==> src/design/pixel_track_config.svh <==
`ifndef PIXEL_TRACK_CONFIG_SVH
`define PIXEL_TRACK_CONFIG_SVH

// screen coordinate widths
`define PT_X_W 11
`define PT_Y_W 10

// accumulators, pixel count and divider words
`define PT_SUM_W 32

// registered stages inside color_convert
`define PT_CONV_LAT 3
// input pixel strobe to registered mask bit
`define PT_MASK_LAT 4

// settings after reset: green channel, window 0..15
`define PT_DEF_SEL 3'd0
`define PT_DEF_LO 4'd0
`define PT_DEF_HI 4'd15

`endif

==> src/design/pixel_track_pkg.sv <==
`include "pixel_track_config.svh"

package pixel_track_pkg;

  // pixel position on screen
  typedef struct packed {
    logic [`PT_X_W-1:0] x;
    logic [`PT_Y_W-1:0] y;
  } pix_coord_t;

  // raw camera word, red in the top bits
  typedef struct packed {
    logic [4:0] r;
    logic [5:0] g;
    logic [4:0] b;
  } rgb565_t;

  typedef struct packed {
    logic [7:0] r;
    logic [7:0] g;
    logic [7:0] b;
  } rgb888_t;

  // cr and cb carry the +128 offset, so they read as unsigned
  typedef struct packed {
    logic [7:0] y;
    logic [7:0] cr;
    logic [7:0] cb;
  } ycc_t;

  // conversion output, both color spaces side by side
  typedef struct packed {
    logic       valid;
    pix_coord_t coord;
    rgb888_t    rgb;
    ycc_t       ycc;
  } conv_beat_t;

  typedef struct packed {
    logic       valid;
    pix_coord_t coord;
    logic [7:0] channel;
    logic       mask;
  } mask_beat_t;

  // threshold bounds are in units of 16
  typedef struct packed {
    logic [2:0] sel;
    logic [3:0] lo;
    logic [3:0] hi;
  } track_cfg_t;

  typedef struct packed {
    logic [`PT_X_W-1:0] x;
    logic [`PT_Y_W-1:0] y;
  } centroid_t;

endpackage

==> src/design/color_convert.sv <==
`timescale 1ns/100ps
`include "pixel_track_config.svh"

module color_convert (
  input  logic                        clk_pixel,
  input  logic                        recent_reset,
  input  logic                        pixel_valid_i,
  input  pixel_track_pkg::rgb565_t    pixel_i,
  input  pixel_track_pkg::pix_coord_t coord_i,
  output pixel_track_pkg::conv_beat_t beat_o
);
  import pixel_track_pkg::*;

  rgb888_t rgb_in;
  logic signed [9:0] r_s;
  logic signed [9:0] g_s;
  logic signed [9:0] b_s;
  // products, order is y(r,g,b) then cr(r,g,b) then cb(r,g,b)
  logic signed [17:0] prod_q [9];
  // y, cr, cb sums with the rounding constant already in
  logic signed [19:0] sum_q [3];
  logic signed [19:0] y_round;
  logic signed [19:0] cr_round;
  logic signed [19:0] cb_round;
  ycc_t ycc_q;
  // side pipe that keeps the beat aligned with the math
  logic [`PT_CONV_LAT-1:0] valid_q;
  pix_coord_t coord_q [`PT_CONV_LAT];
  rgb888_t rgb_q [`PT_CONV_LAT];

  // 565 to 888, low bits filled with zeros
  always_comb begin
    rgb_in.r = {pixel_i.r, 3'b000};
    rgb_in.g = {pixel_i.g, 2'b00};
    rgb_in.b = {pixel_i.b, 3'b000};
  end

  // positive operands for the signed multiplies
  assign r_s = {2'b00, rgb_in.r};
  assign g_s = {2'b00, rgb_in.g};
  assign b_s = {2'b00, rgb_in.b};

  // stage 1: coefficient products
  always_ff @(posedge clk_pixel) begin
    prod_q[0] <= 18'sd66 * r_s;
    prod_q[1] <= 18'sd129 * g_s;
    prod_q[2] <= 18'sd25 * b_s;
    prod_q[3] <= 18'sd112 * r_s;
    prod_q[4] <= -18'sd94 * g_s;
    prod_q[5] <= -18'sd18 * b_s;
    prod_q[6] <= -18'sd38 * r_s;
    prod_q[7] <= -18'sd74 * g_s;
    prod_q[8] <= 18'sd112 * b_s;
  end

  // stage 2: sums plus half an lsb of the final result
  always_ff @(posedge clk_pixel) begin
    sum_q[0] <= prod_q[0] + prod_q[1] + prod_q[2] + 20'sd128;
    sum_q[1] <= prod_q[3] + prod_q[4] + prod_q[5] + 20'sd128;
    sum_q[2] <= prod_q[6] + prod_q[7] + prod_q[8] + 20'sd128;
  end

  // stage 3: scale down and add offsets, chroma shifts keep the sign
  always_comb begin
    y_round  = (sum_q[0] >>> 8) + 20'sd16;
    cr_round = (sum_q[1] >>> 8) + 20'sd128;
    cb_round = (sum_q[2] >>> 8) + 20'sd128;
  end

  always_ff @(posedge clk_pixel) begin
    ycc_q.y  <= y_round[7:0];
    ycc_q.cr <= cr_round[7:0];
    ycc_q.cb <= cb_round[7:0];
  end

  always_ff @(posedge clk_pixel) begin
    if (recent_reset) begin
      valid_q <= '0;
    end else begin
      valid_q <= {valid_q[`PT_CONV_LAT-2:0], pixel_valid_i};
    end
  end

  always_ff @(posedge clk_pixel) begin
    coord_q[0] <= coord_i;
    rgb_q[0]   <= rgb_in;
    for (int i = 1; i < `PT_CONV_LAT; i++) begin
      coord_q[i] <= coord_q[i-1];
      rgb_q[i]   <= rgb_q[i-1];
    end
  end

  always_comb begin
    beat_o.valid = valid_q[`PT_CONV_LAT-1];
    beat_o.coord = coord_q[`PT_CONV_LAT-1];
    beat_o.rgb   = rgb_q[`PT_CONV_LAT-1];
    beat_o.ycc   = ycc_q;
  end

endmodule

==> src/design/channel_mask.sv <==
`timescale 1ns/100ps

module channel_mask (
  input  logic                        clk_pixel,
  input  logic                        recent_reset,
  input  pixel_track_pkg::conv_beat_t beat_i,
  input  pixel_track_pkg::track_cfg_t cfg_i,
  output pixel_track_pkg::mask_beat_t beat_o
);
  import pixel_track_pkg::*;

  logic [7:0] channel;
  logic [7:0] lo_bound;
  logic [7:0] hi_bound;
  logic       in_window;
  logic       valid_q;
  pix_coord_t coord_q;
  logic [7:0] channel_q;
  logic       mask_q;

  // codes 3 and 7 are unused and read as zero
  always_comb begin
    case (cfg_i.sel)
      3'd0:    channel = beat_i.rgb.g;
      3'd1:    channel = beat_i.rgb.r;
      3'd2:    channel = beat_i.rgb.b;
      3'd4:    channel = beat_i.ycc.y;
      3'd5:    channel = beat_i.ycc.cr;
      3'd6:    channel = beat_i.ycc.cb;
      default: channel = 8'd0;
    endcase
  end

  // bounds are thresholds times 16, both ends count
  assign lo_bound  = {cfg_i.lo, 4'b0000};
  assign hi_bound  = {cfg_i.hi, 4'b0000};
  assign in_window = (channel >= lo_bound) && (channel <= hi_bound);

  always_ff @(posedge clk_pixel) begin
    if (recent_reset) begin
      valid_q <= 1'b0;
    end else begin
      valid_q <= beat_i.valid;
    end
  end

  always_ff @(posedge clk_pixel) begin
    coord_q   <= beat_i.coord;
    channel_q <= channel;
    mask_q    <= in_window;
  end

  always_comb begin
    beat_o.valid   = valid_q;
    beat_o.coord   = coord_q;
    beat_o.channel = channel_q;
    beat_o.mask    = mask_q;
  end

endmodule

==> src/design/centroid_unit.sv <==
`timescale 1ns/100ps
`include "pixel_track_config.svh"

module centroid_unit (
  input  logic                        clk_pixel,
  input  logic                        recent_reset,
  input  pixel_track_pkg::mask_beat_t beat_i,
  input  logic                        tabulate_i,
  output pixel_track_pkg::centroid_t  quot_o,
  output logic                        done_o,
  output logic                        busy_o
);
  localparam int STEP_W = $clog2(`PT_SUM_W);

  logic                  hit;
  logic [`PT_SUM_W-1:0] x_ext;
  logic [`PT_SUM_W-1:0] y_ext;
  logic [`PT_SUM_W-1:0] sum_x_q;
  logic [`PT_SUM_W-1:0] sum_y_q;
  logic [`PT_SUM_W-1:0] cnt_q;
  logic                  start;
  logic                  busy_q;
  logic [STEP_W-1:0]     step_q;
  logic                  last_step;
  // dividend regs fill up with quotient bits from the bottom
  logic [`PT_SUM_W-1:0] dx_q;
  logic [`PT_SUM_W-1:0] dy_q;
  logic [`PT_SUM_W-1:0] rx_q;
  logic [`PT_SUM_W-1:0] ry_q;
  logic [`PT_SUM_W-1:0] den_q;
  logic [`PT_SUM_W-1:0] dx_next;
  logic [`PT_SUM_W-1:0] dy_next;
  logic [`PT_SUM_W-1:0] rx_next;
  logic [`PT_SUM_W-1:0] ry_next;

  // one restoring step, returns {remainder, dividend with new quotient bit}
  function automatic logic [2*`PT_SUM_W-1:0] div_step(
    input logic [`PT_SUM_W-1:0] rem,
    input logic [`PT_SUM_W-1:0] dvd,
    input logic [`PT_SUM_W-1:0] den
  );
    logic [`PT_SUM_W:0]   trial;
    logic [`PT_SUM_W-1:0] rem_next;
    logic                  q_bit;
    trial    = {rem, dvd[`PT_SUM_W-1]};
    q_bit    = (trial >= {1'b0, den});
    // difference is below den, so the low word holds it exactly
    rem_next = q_bit ? (trial[`PT_SUM_W-1:0] - den) : trial[`PT_SUM_W-1:0];
    return {rem_next, dvd[`PT_SUM_W-2:0], q_bit};
  endfunction

  assign hit   = beat_i.valid && beat_i.mask;
  assign x_ext = {{(`PT_SUM_W-`PT_X_W){1'b0}}, beat_i.coord.x};
  assign y_ext = {{(`PT_SUM_W-`PT_Y_W){1'b0}}, beat_i.coord.y};

  // empty frame never starts the divider
  assign start     = tabulate_i && !busy_q && (cnt_q != '0);
  assign last_step = busy_q && (step_q == STEP_W'(`PT_SUM_W - 1));

  always_ff @(posedge clk_pixel) begin
    if (recent_reset) begin
      sum_x_q <= '0;
      sum_y_q <= '0;
      cnt_q   <= '0;
      busy_q  <= 1'b0;
      step_q  <= '0;
    end else begin
      // a beat in the tabulate cycle already belongs to the next frame
      if (tabulate_i) begin
        sum_x_q <= hit ? x_ext : '0;
        sum_y_q <= hit ? y_ext : '0;
        cnt_q   <= hit ? `PT_SUM_W'(1) : '0;
      end else if (hit) begin
        sum_x_q <= sum_x_q + x_ext;
        sum_y_q <= sum_y_q + y_ext;
        cnt_q   <= cnt_q + 1'b1;
      end
      if (start) begin
        busy_q <= 1'b1;
        step_q <= '0;
      end else if (busy_q) begin
        step_q <= step_q + 1'b1;
        if (last_step) begin
          busy_q <= 1'b0;
        end
      end
    end
  end

  always_comb begin
    {rx_next, dx_next} = div_step(rx_q, dx_q, den_q);
    {ry_next, dy_next} = div_step(ry_q, dy_q, den_q);
  end

  always_ff @(posedge clk_pixel) begin
    if (start) begin
      dx_q  <= sum_x_q;
      dy_q  <= sum_y_q;
      den_q <= cnt_q;
      rx_q  <= '0;
      ry_q  <= '0;
    end else if (busy_q) begin
      dx_q <= dx_next;
      dy_q <= dy_next;
      rx_q <= rx_next;
      ry_q <= ry_next;
    end
  end

  // final step result goes out in the same cycle as done
  always_comb begin
    quot_o.x = dx_next[`PT_X_W-1:0];
    quot_o.y = dy_next[`PT_Y_W-1:0];
  end

  assign done_o = last_step;
  assign busy_o = busy_q;

endmodule

==> src/design/track_control.sv <==
`timescale 1ns/100ps
`include "pixel_track_config.svh"

module track_control (
  input  logic                        clk_pixel,
  input  logic                        recent_reset,
  input  logic                        frame_end_i,
  input  pixel_track_pkg::track_cfg_t cfg_i,
  input  logic                        busy_i,
  input  pixel_track_pkg::centroid_t  quot_i,
  input  logic                        done_i,
  output pixel_track_pkg::track_cfg_t cfg_o,
  output logic                        tabulate_o,
  output pixel_track_pkg::centroid_t  centroid_o,
  output logic                        centroid_valid_o
);
  import pixel_track_pkg::*;

  // frame end delay, tab_q is the last stage
  logic [`PT_MASK_LAT-2:0] fe_q;
  logic                    tab_q;
  track_cfg_t              cfg_q;
  logic                    done_q;
  centroid_t               cap_q;
  centroid_t               cent_q;
  logic                    cent_valid_q;

  always_ff @(posedge clk_pixel) begin
    if (recent_reset) begin
      fe_q         <= '0;
      tab_q        <= 1'b0;
      cfg_q        <= '{sel: `PT_DEF_SEL, lo: `PT_DEF_LO, hi: `PT_DEF_HI};
      done_q       <= 1'b0;
      cent_q       <= '0;
      cent_valid_q <= 1'b0;
    end else begin
      fe_q <= {fe_q[`PT_MASK_LAT-3:0], frame_end_i};
      // frame end lines up with the last mask beat of the frame
      // dropped while the divider still works on the previous frame
      tab_q <= fe_q[`PT_MASK_LAT-2] && !busy_i;
      // new settings switch in with tabulate even when it is dropped
      if (fe_q[`PT_MASK_LAT-2]) begin
        cfg_q <= cfg_i;
      end
      done_q       <= done_i;
      cent_valid_q <= done_q;
      if (done_q) begin
        cent_q <= cap_q;
      end
    end
  end

  // quotients are only good during done
  always_ff @(posedge clk_pixel) begin
    if (done_i) begin
      cap_q <= quot_i;
    end
  end

  assign cfg_o            = cfg_q;
  assign tabulate_o       = tab_q;
  assign centroid_o       = cent_q;
  assign centroid_valid_o = cent_valid_q;

endmodule

==> src/design/pixel_track_top.sv <==
`timescale 1ns/100ps

module pixel_track_top (
  input  logic                        clk_pixel,
  input  logic                        recent_reset,
  input  logic                        pixel_valid_i,
  input  pixel_track_pkg::rgb565_t    pixel_i,
  input  pixel_track_pkg::pix_coord_t coord_i,
  input  logic                        frame_end_i,
  input  pixel_track_pkg::track_cfg_t cfg_i,
  output logic                        mask_valid_o,
  output pixel_track_pkg::pix_coord_t mask_coord_o,
  output logic [7:0]                  channel_o,
  output logic                        mask_o,
  output pixel_track_pkg::centroid_t  centroid_o,
  output logic                        centroid_valid_o
);
  import pixel_track_pkg::*;

  conv_beat_t conv_beat;
  mask_beat_t mask_beat;
  // settings that govern the current frame
  track_cfg_t active_cfg;
  logic       tabulate;
  centroid_t  div_quot;
  logic       div_done;
  logic       div_busy;

  // rgb565 to rgb888 and ycrcb, 3 cycles
  color_convert u_color_convert (
    .clk_pixel    (clk_pixel),
    .recent_reset (recent_reset),
    .pixel_valid_i(pixel_valid_i),
    .pixel_i      (pixel_i),
    .coord_i      (coord_i),
    .beat_o       (conv_beat)
  );

  channel_mask u_channel_mask (
    .clk_pixel   (clk_pixel),
    .recent_reset(recent_reset),
    .beat_i      (conv_beat),
    .cfg_i       (active_cfg),
    .beat_o      (mask_beat)
  );

  centroid_unit u_centroid_unit (
    .clk_pixel   (clk_pixel),
    .recent_reset(recent_reset),
    .beat_i      (mask_beat),
    .tabulate_i  (tabulate),
    .quot_o      (div_quot),
    .done_o      (div_done),
    .busy_o      (div_busy)
  );

  track_control u_track_control (
    .clk_pixel       (clk_pixel),
    .recent_reset    (recent_reset),
    .frame_end_i     (frame_end_i),
    .cfg_i           (cfg_i),
    .busy_i          (div_busy),
    .quot_i          (div_quot),
    .done_i          (div_done),
    .cfg_o           (active_cfg),
    .tabulate_o      (tabulate),
    .centroid_o      (centroid_o),
    .centroid_valid_o(centroid_valid_o)
  );

  // mask stream goes straight out
  assign mask_valid_o = mask_beat.valid;
  assign mask_coord_o = mask_beat.coord;
  assign channel_o    = mask_beat.channel;
  assign mask_o       = mask_beat.mask;

endmodule

==> config.mk <==
export PLATFORM = sky130hd
export DESIGN_NAME = pixel_track_top
export DESIGN_NICKNAME = d
export VERILOG_FILES = /design/src/design/pixel_track_pkg.sv /design/src/design/color_convert.sv /design/src/design/channel_mask.sv /design/src/design/centroid_unit.sv /design/src/design/track_control.sv /design/src/design/pixel_track_top.sv
export VERILOG_INCLUDE_DIRS = /design/src /design/src/design
export SDC_FILE = /design/constraint.sdc
export NUM_CORES = 1
export LEC_CHECK = 0
export BUFFER_PORTS_ARGS = -buffer_cell sky130_fd_sc_hd__buf_4
export CAP_MARGIN = 20
export CORE_ASPECT_RATIO = 0.9
export CORE_MARGIN = 2
export CORE_UTILIZATION = 50
export CTS_BUF_LIST = sky130_fd_sc_hd__clkbuf_16
export CTS_CLUSTER_DIAMETER = 40
export DETAILED_ROUTE_END_ITERATION = 7
export GPL_ROUTABILITY_DRIVEN = 0
export GPL_TIMING_DRIVEN = 0
export PLACE_DENSITY = 0.78
export SETUP_SLACK_MARGIN = 0.2
export SYNTH_ARGS = -nofsm -noshare
export SYNTH_HDL_FRONTEND = slang
export SYNTH_SLANG_ARGS = --single-unit
export TNS_END_PERCENT = 20
==> constraint.sdc <==
create_clock -name clk_pixel -period 4.3 [get_ports clk_pixel]
set_input_delay 0.215 -clock clk_pixel [delete_from_list [all_inputs] [get_ports clk_pixel]]
set_output_delay 0.215 -clock clk_pixel [all_outputs]
set_load 0.01 [all_outputs]
Yosys cells after proc, flatten, opt, wreduce, memory -nomap -nowiden
Memories as Yosys holds them, arrays and structs flattened. A register that Yosys moved wholly into a read port is not among the register bits.
Index checks and enable logic that the tools add are counted.
- add/subtract/negate cells: 18
- shifts and indexed selects: 0
- $lt $le $gt $ge: 4
- bitwise gates (word level): 0
- $mul: 9
- equal/unequal tests: 6
- reduce and logical (&&, ||, !) cells: 12
- mux-type cells: 19
- div/mod/pow operators: 0
- operator list (kind ; number):
    $mux W32 ; 12
    $ge A33 B32 Y1 ; 2
    $sub A32 B32 Y32 ; 2
    $add A19 B18 Y20 ; 3
    $add A20 B9 Y20 const B ; 3
    $add A18 B18 Y19 ; 3
    $pmux W8 S6 ; 1
    $add A32 B1 Y32 const B ; 1
    $add A32 B10 Y32 ; 1
    $add A32 B11 Y32 ; 1
    $reduce_bool A32 Y1 ; 1
    $mul A7 B7 Y14 const A ; 2
    $add A8 B8 Y8 const B ; 2
    $mul A3 B5 Y8 const A ; 2
    $mul A8 B6 Y14 const A ; 1
    $mul A6 B6 Y12 const A ; 1
    $mul A5 B6 Y11 const A ; 1
    $mul A6 B5 Y11 const A ; 1
    $mux W11 ; 1
    $mul A5 B5 Y10 const A ; 1
    $mux W10 ; 1
    $eq A3 B3 Y1 const B ; 3
    $add A8 B6 Y8 const B ; 1
    $ge A8 B8 Y1 ; 1
    other kinds (11) ; 20
- output and inout port bits: 53
- bits in read-only memories: 0
- logic and storage cells: 100
- memories: 4
- input port bits: 52
- register bits: 358
- RAM bits: 339
- bits in latches: 0
- memories (memory ; words ; bits a word ; rd ports ; clocked after Yosys merged registers in ; wr ports ; RTL line ; text):
    u_color_convert.prod_q ; 9 ; 16 ; 9 ; 0 ; 9 ; color_convert.sv:19 ; logic signed [17:0] prod_q [9];
    u_color_convert.rgb_q ; 3 ; 24 ; 3 ; 0 ; 3 ; color_convert.sv:29 ; rgb888_t rgb_q [`PT_CONV_LAT];
    u_color_convert.coord_q ; 3 ; 21 ; 3 ; 1 ; 3 ; color_convert.sv:28 ; pix_coord_t coord_q [`PT_CONV_LAT];
    u_color_convert.sum_q ; 3 ; 20 ; 3 ; 0 ; 3 ; color_convert.sv:21 ; logic signed [19:0] sum_q [3];

Depth between registers and ports, before layout
- depth in word-level cells: 5
- gate-level depth with buffers: 15
- mapped depth without buffers: 15

Cells and area by module
Synthesis repeated with hierarchy kept, for this count alone.
- cell total of the unflattened synthesis: 2950
- area, all modules: 29020.3 µm²
- modules (own cells, without submodules) (module ; area each (µm²) ; instances ; seq. area each (µm²) ; cells each):
    centroid_unit ; 15457.3 ; 1 ; 6206.0 ; 1841
    color_convert ; 10268.6 ; 1 ; 4464.3 ; 851
    track_control ; 1983.2 ; 1 ; 1391.3 ; 138
    channel_mask ; 1311.3 ; 1 ; 620.6 ; 120

Worst setup path before layout
Ideal clock, no wire load.
- path kind: input -> register
- start: input port pixel_i[6] (netlist bit)
- end: memory u_color_convert.prod_q[0][124] (netlist bit)
- buffers on the path: 0
- data required time: 4.173 ns
- cell stages on the path: 13
- slack: 1.052 ns
- library setup time: 0.127 ns
- arrival: 3.121 ns
- cells stage by stage: inv_1 > fa_1 > inv_1 > ha_1 > or2_2 > fa_1 > inv_1 > fa_1 > inv_1 > ha_1 > a21oi_1 > o21ai_0 > xor2_1
- RTL lines (item ; RTL line ; text):
    from (decl) ; pixel_track_top.sv:7 ; input pixel_track_pkg::rgb565_t pixel_i,
    to (decl) ; color_convert.sv:19 ;

Worst setup path after layout
- start: register u_centroid_unit.den_q[1]
- end: register u_centroid_unit.dx_q[0], data pin
- cells in the longest elaborated chain, start to end: 3
- RTL lines (item ; RTL line ; text):
    from (decl) ; centroid_unit.sv:30 ; logic [`PT_SUM_W-1:0] den_q;
    from (signal assigned) ; centroid_unit.sv:99 ; den_q <= cnt_q;
    $ge A33 B32 Y1 ; centroid_unit.sv:46 ; q_bit = (trial >= {1'b0, den});
    $mux W32 ; centroid_unit.sv:102 ; end else if (busy_q) begin
    $mux W32 ; centroid_unit.sv:96 ; if (start) begin
    to (signal assigned) ; centroid_unit.sv:97 ; dx_q <= sum_x_q;
    to (signal assigned) ; centroid_unit.sv:103 ; dx_q <= dx_next;
    to (decl) ; centroid_unit.sv:26 ; logic [`PT_SUM_W-1:0] dx_q;
No other way between the ends. The select of a mux whose other input is x is not followed.
A chain may end at the register's enable or synchronous reset.

==> results.md <==
* #FFs+latches synth at 575
* Synth warn at 0
* Layout cells sized above 1 at 8.59%
* Simple-gate share of the synthesized area at 14.1%
* Synth Area in XOR/XNOR at 5.79%
* Initial antenna violation count at 1
* CTS Sinks at 575
* RSZ-0062 raised after global routing: false
* Buf/Inv on CP at 2
* Area of placed instances at 0.0300 mm2
* Adder-Cell Fraction of Synth Area at ~17%
* Top-area cell type share of the netlist area at around a third
* Sum Neg Setup Slack at 0 ns
* Drt initial violations at 1825
* WHS Endpoint: u_color_convert.coord_q[0][15]
* Number of global-route vias before repair at 21112
* Final hold vios at 0
* CTS max path bufs at 3
* Area grow syn2layout at 17.1%
* Slew Limit Fails at 0
* Synth area leader: dfxtp_1
* Pre-antenna DRT Iters at 8
* Count leader, synth: dfxtp_1
* Ys flop type: dfxtp_1
* Die height at 230 um
* Fin area at 0.0331 mm2
* DR DRC count at 0
* Post-synthesis mux area share at 2.26%
* Slew margin rel. at 32.6%
* Routed wire length at 69300 um
* Final #Nets at approximately 3500
* Main combinational cell family by area after synthesis: adder cells
* Layout Utilization at 59.4%
* I/O Pins at 105
* First-pass GRT wire length at 112000 um
* Peak Freq at 262 MHz
* CP dominant cell by count: a21oi_1
* Reg-to-reg startpoint: u_centroid_unit.den_q[1]
* Synth unique cells at 72
* Die area at a little under 0.06 mm2
* Worst-margin pin slew at 1.01 ns
* CTS tree: built
* GRT Total Usage at 24.0%
* Die width at roughly 250 um
* Crit-path cells: inv_1 -> ha_1 -> nor2b_1 -> o31ai_1 -> a21oi_1 -> or4_4 -> nand4_1 -> a2111oi_4 -> nor2_4 -> buf_2 -> a21oi_1
* Largest stage delay, worst path at 0.62 ns
* Reg2reg setup slack at 0.48 ns
* Worst setup SP type: flip-flop
* CP max stage cell: or4_4
* Hold Crit Start: coord_i[15]
* Kind of end point of the critical path: flip-flop
* Sequential fraction of the synthesis area at between 40% and 50%
* Vias/cell at 5.50
* Hold slack at around 0.24 ns
* Crit Path Category: reg -> reg
* Syn nets at 3267
* Mapped Avg Cell Area at 9.83 um2
* Synth top area cells: dfxtp_1 32%, edfxtp_1 12%, ha_1 12%, fa_1 5.2%, nand2_1 4.2%
* Antenna cells at 0
* Async SR Flop Fraction at 0%
* CTS clk-pin slew, worst paths at approximately 0.060 ns
* Result of the run: finished, final reports clean
* Post-Synthesis Cells at about 2900
* CTS Buf Count at 76
* WL per Instance at 17.6 um
* Hold Path Stages at 2
* Clk Latency, worst-skew pair at 0.64 ns
* Postcts setup bufs at 0
* Overflow after GRT at 0
* Synth Area in Compound Gates at 11.7%
* Minimum clock period at ~3.8 ns
* Hpwl dp at 50100 um
* Clock root buffer: clkbuf_16
* Row count at 82
* Final Setup Violations at 0
* ANT nets after route at 0
* VDD IR max at 0.385 mV
* Htree depth at 3
* Core area at approximately 0.056 mm2
* Worst Reg2Reg Path Length in Cells at 11
* Crit path max fanout at 10
* Arr. time, crit path at 4.16 ns
* HP Class: in -> reg
* Number of flops mapped to enable cells by yosys at 117
* Pin count of the biggest net entering global routing at 42
* Filler cells at ~4500
* Max cap viols at 0
* Final worst path period share at 88.8%
* Post-Syn Area at roughly 0.028 mm2
* Initial Utilization at 50.7%
* Via count at 21628
* Critical R2R Capture: u_centroid_unit.dx_q[0]
* Crit path depth at 11
* CP required at between 4 and 5 ns
* Leakage at 14.3 nW
* Crit-path leading delay family: simple AND/OR/NAND/NOR gates
* Most instantiated cells after synthesis: 458 x dfxtp_1, 315 x nand2_1, 263 x ha_1
* Skew final at 0.0283 ns
* Port Buf Inserts at 104
* PwrDens at 538 mW/mm2
## through the flow
step | instances | setup WS [ns] | total power, mW
3_5_place_dp | 3740 | 0.467 | 11.5
5_1_grt | 3934 | 0.281 | 18.9
2_1_floorplan | 2879 | 1.05 | 10.4
4_1_cts | 3933 | 0.461 | 17.9
3_3_place_gp | 3739 | 0.139 | 11.4
6_report | 3934 | 0.482 | 17.8
## where the power goes
group / internal [mW] / switching (mW) / leakage (nW)
logic: 2.29 / 2.69 / 8.13
registers: 6.21 / 0.383 / 4.86
clock network: 3.65 / 2.63 / 1.28
total: 12.2 / 5.70 / 14.3
## worst reg2reg max path, cell delays in order, from the launching register on
cell and delay (ns):
edfxtp_1 0.52, inv_1 0.14, ha_1 0.32, nor2b_1 0.15, o31ai_1 0.43, a21oi_1 0.24
or4_4 0.62, nand4_1 0.21, a2111oi_4 0.17, nor2_4 0.24, buf_2 0.36, a21oi_1 0.14
## cells in the final DEF, fill, tap and decap left out, types with 51 or more instances in the layout
cell | synthesis | layout
fa_1 | 73 | 73
nand2_1 | 315 | 315
inv_1 | 225 | 230
xor2_1 | 68 | 68
ha_1 | 263 | 263
clkbuf_16 | 0 | 79
nand3_1 | 111 | 111
dfxtp_1 | 458 | 458
mux2i_1 | 57 | 57
a21oi_1 | 173 | 173
o21ai_0 | 111 | 111
nor2_1 | 203 | 203
dlygate4sd3_1 | 0 | 51
clkbuf_1 | 80 | 79
xnor2_1 | 119 | 119
edfxtp_1 | 117 | 117
buf_4 | 5 | 109
## what timing repair did
| item | 4_1_cts | 5_1_grt |
|---|---|---|
| hold buffers | 51 | 0 |
| resized for setup | 0 | 1 |
| endpoints found under the setup margin | 0 | 6 |
| endpoints found under the hold margin | 58 | 0 |
## cell type report
cell class                      count  area (um2)  area share (%)
Tap cell                          756         946            2.85
Sequential cell                   575       12700            38.3
Inverter                          228         856            2.58
Buffer                             99         424            1.28
Clock inverter                     63         586            1.77
Clock buffer                       79        1980            5.96
Timing Repair Buffer              157        1340            4.04
Multi-Input combinational cell   1977       14300            43.3
## worst max path at each step
stage | from | end | slack, ns
2_1_floorplan | pixel_i[6] | u_color_convert.prod_q[0][124] | 1.05
3_3_place_gp | u_centroid_unit.cnt_q[0] | u_centroid_unit.dy_q[12] | 0.14
3_5_place_dp | u_centroid_unit.cnt_q[0] | u_centroid_unit.dy_q[5] | 0.47
4_1_cts | u_centroid_unit.cnt_q[0] | u_centroid_unit.dy_q[5] | 0.46
5_1_grt | u_centroid_unit.den_q[1] | u_centroid_unit.rx_q[27] | 0.28
6_report | u_centroid_unit.den_q[1] | u_centroid_unit.dx_q[0] | 0.48
## state kept, by name, summed over array words and instances (netlist names), 3 cells and up
| signal | cells |
|---|---|
| u_track_control.cap_q | 21 |
| u_centroid_unit.sum_y_q | 32 |
| u_centroid_unit.sum_x_q | 32 |
| u_track_control.fe_q | 3 |
| u_color_convert.valid_q | 3 |
| u_centroid_unit.dx_q | 32 |
| u_color_convert.coord_q | 63 |
| u_centroid_unit.cnt_q | 32 |
| u_color_convert.beat_o | 24 |
| u_channel_mask.beat_o | 21 |
| u_color_convert.rgb_q | 33 |
| u_centroid_unit.step_q | 5 |
| u_centroid_unit.den_q | 32 |
| u_color_convert.sum_q | 25 |
| u_track_control.cfg_o | 11 |
| u_channel_mask.channel_q | 8 |
| u_centroid_unit.ry_q | 32 |
| u_color_convert.prod_q | 75 |
| u_track_control.centroid_o | 21 |
| u_centroid_unit.dy_q | 32 |
| u_centroid_unit.rx_q | 32 |
## cell families (layout without fill, tap and decap cells)
group,Yosys count,in the layout
DFF,575,575
muxes,62,62
adders and majority gates,336,336
xor gates and xnor gates,187,187
buffers and inverters,327,626
and+or+nand+nor,868,868
AOI/OAI and AO/OA,524,524
## metal layers
metal / vias up / global-route usage, % / part of all wire [%] / routed length, um
met5: - / 0 / 0.019 / 13
met2: 817 / 38.9 / 46 / 32100
met1: 10220 / 32.3 / 43 / 29900
met3: 157 / 4.29 / 7.6 / 5260
li1: 10432 / - / - / -
met4: 2 / 7.80 / 3.0 / 2090
Note: power is estimated with default switching activity, not from simulation.
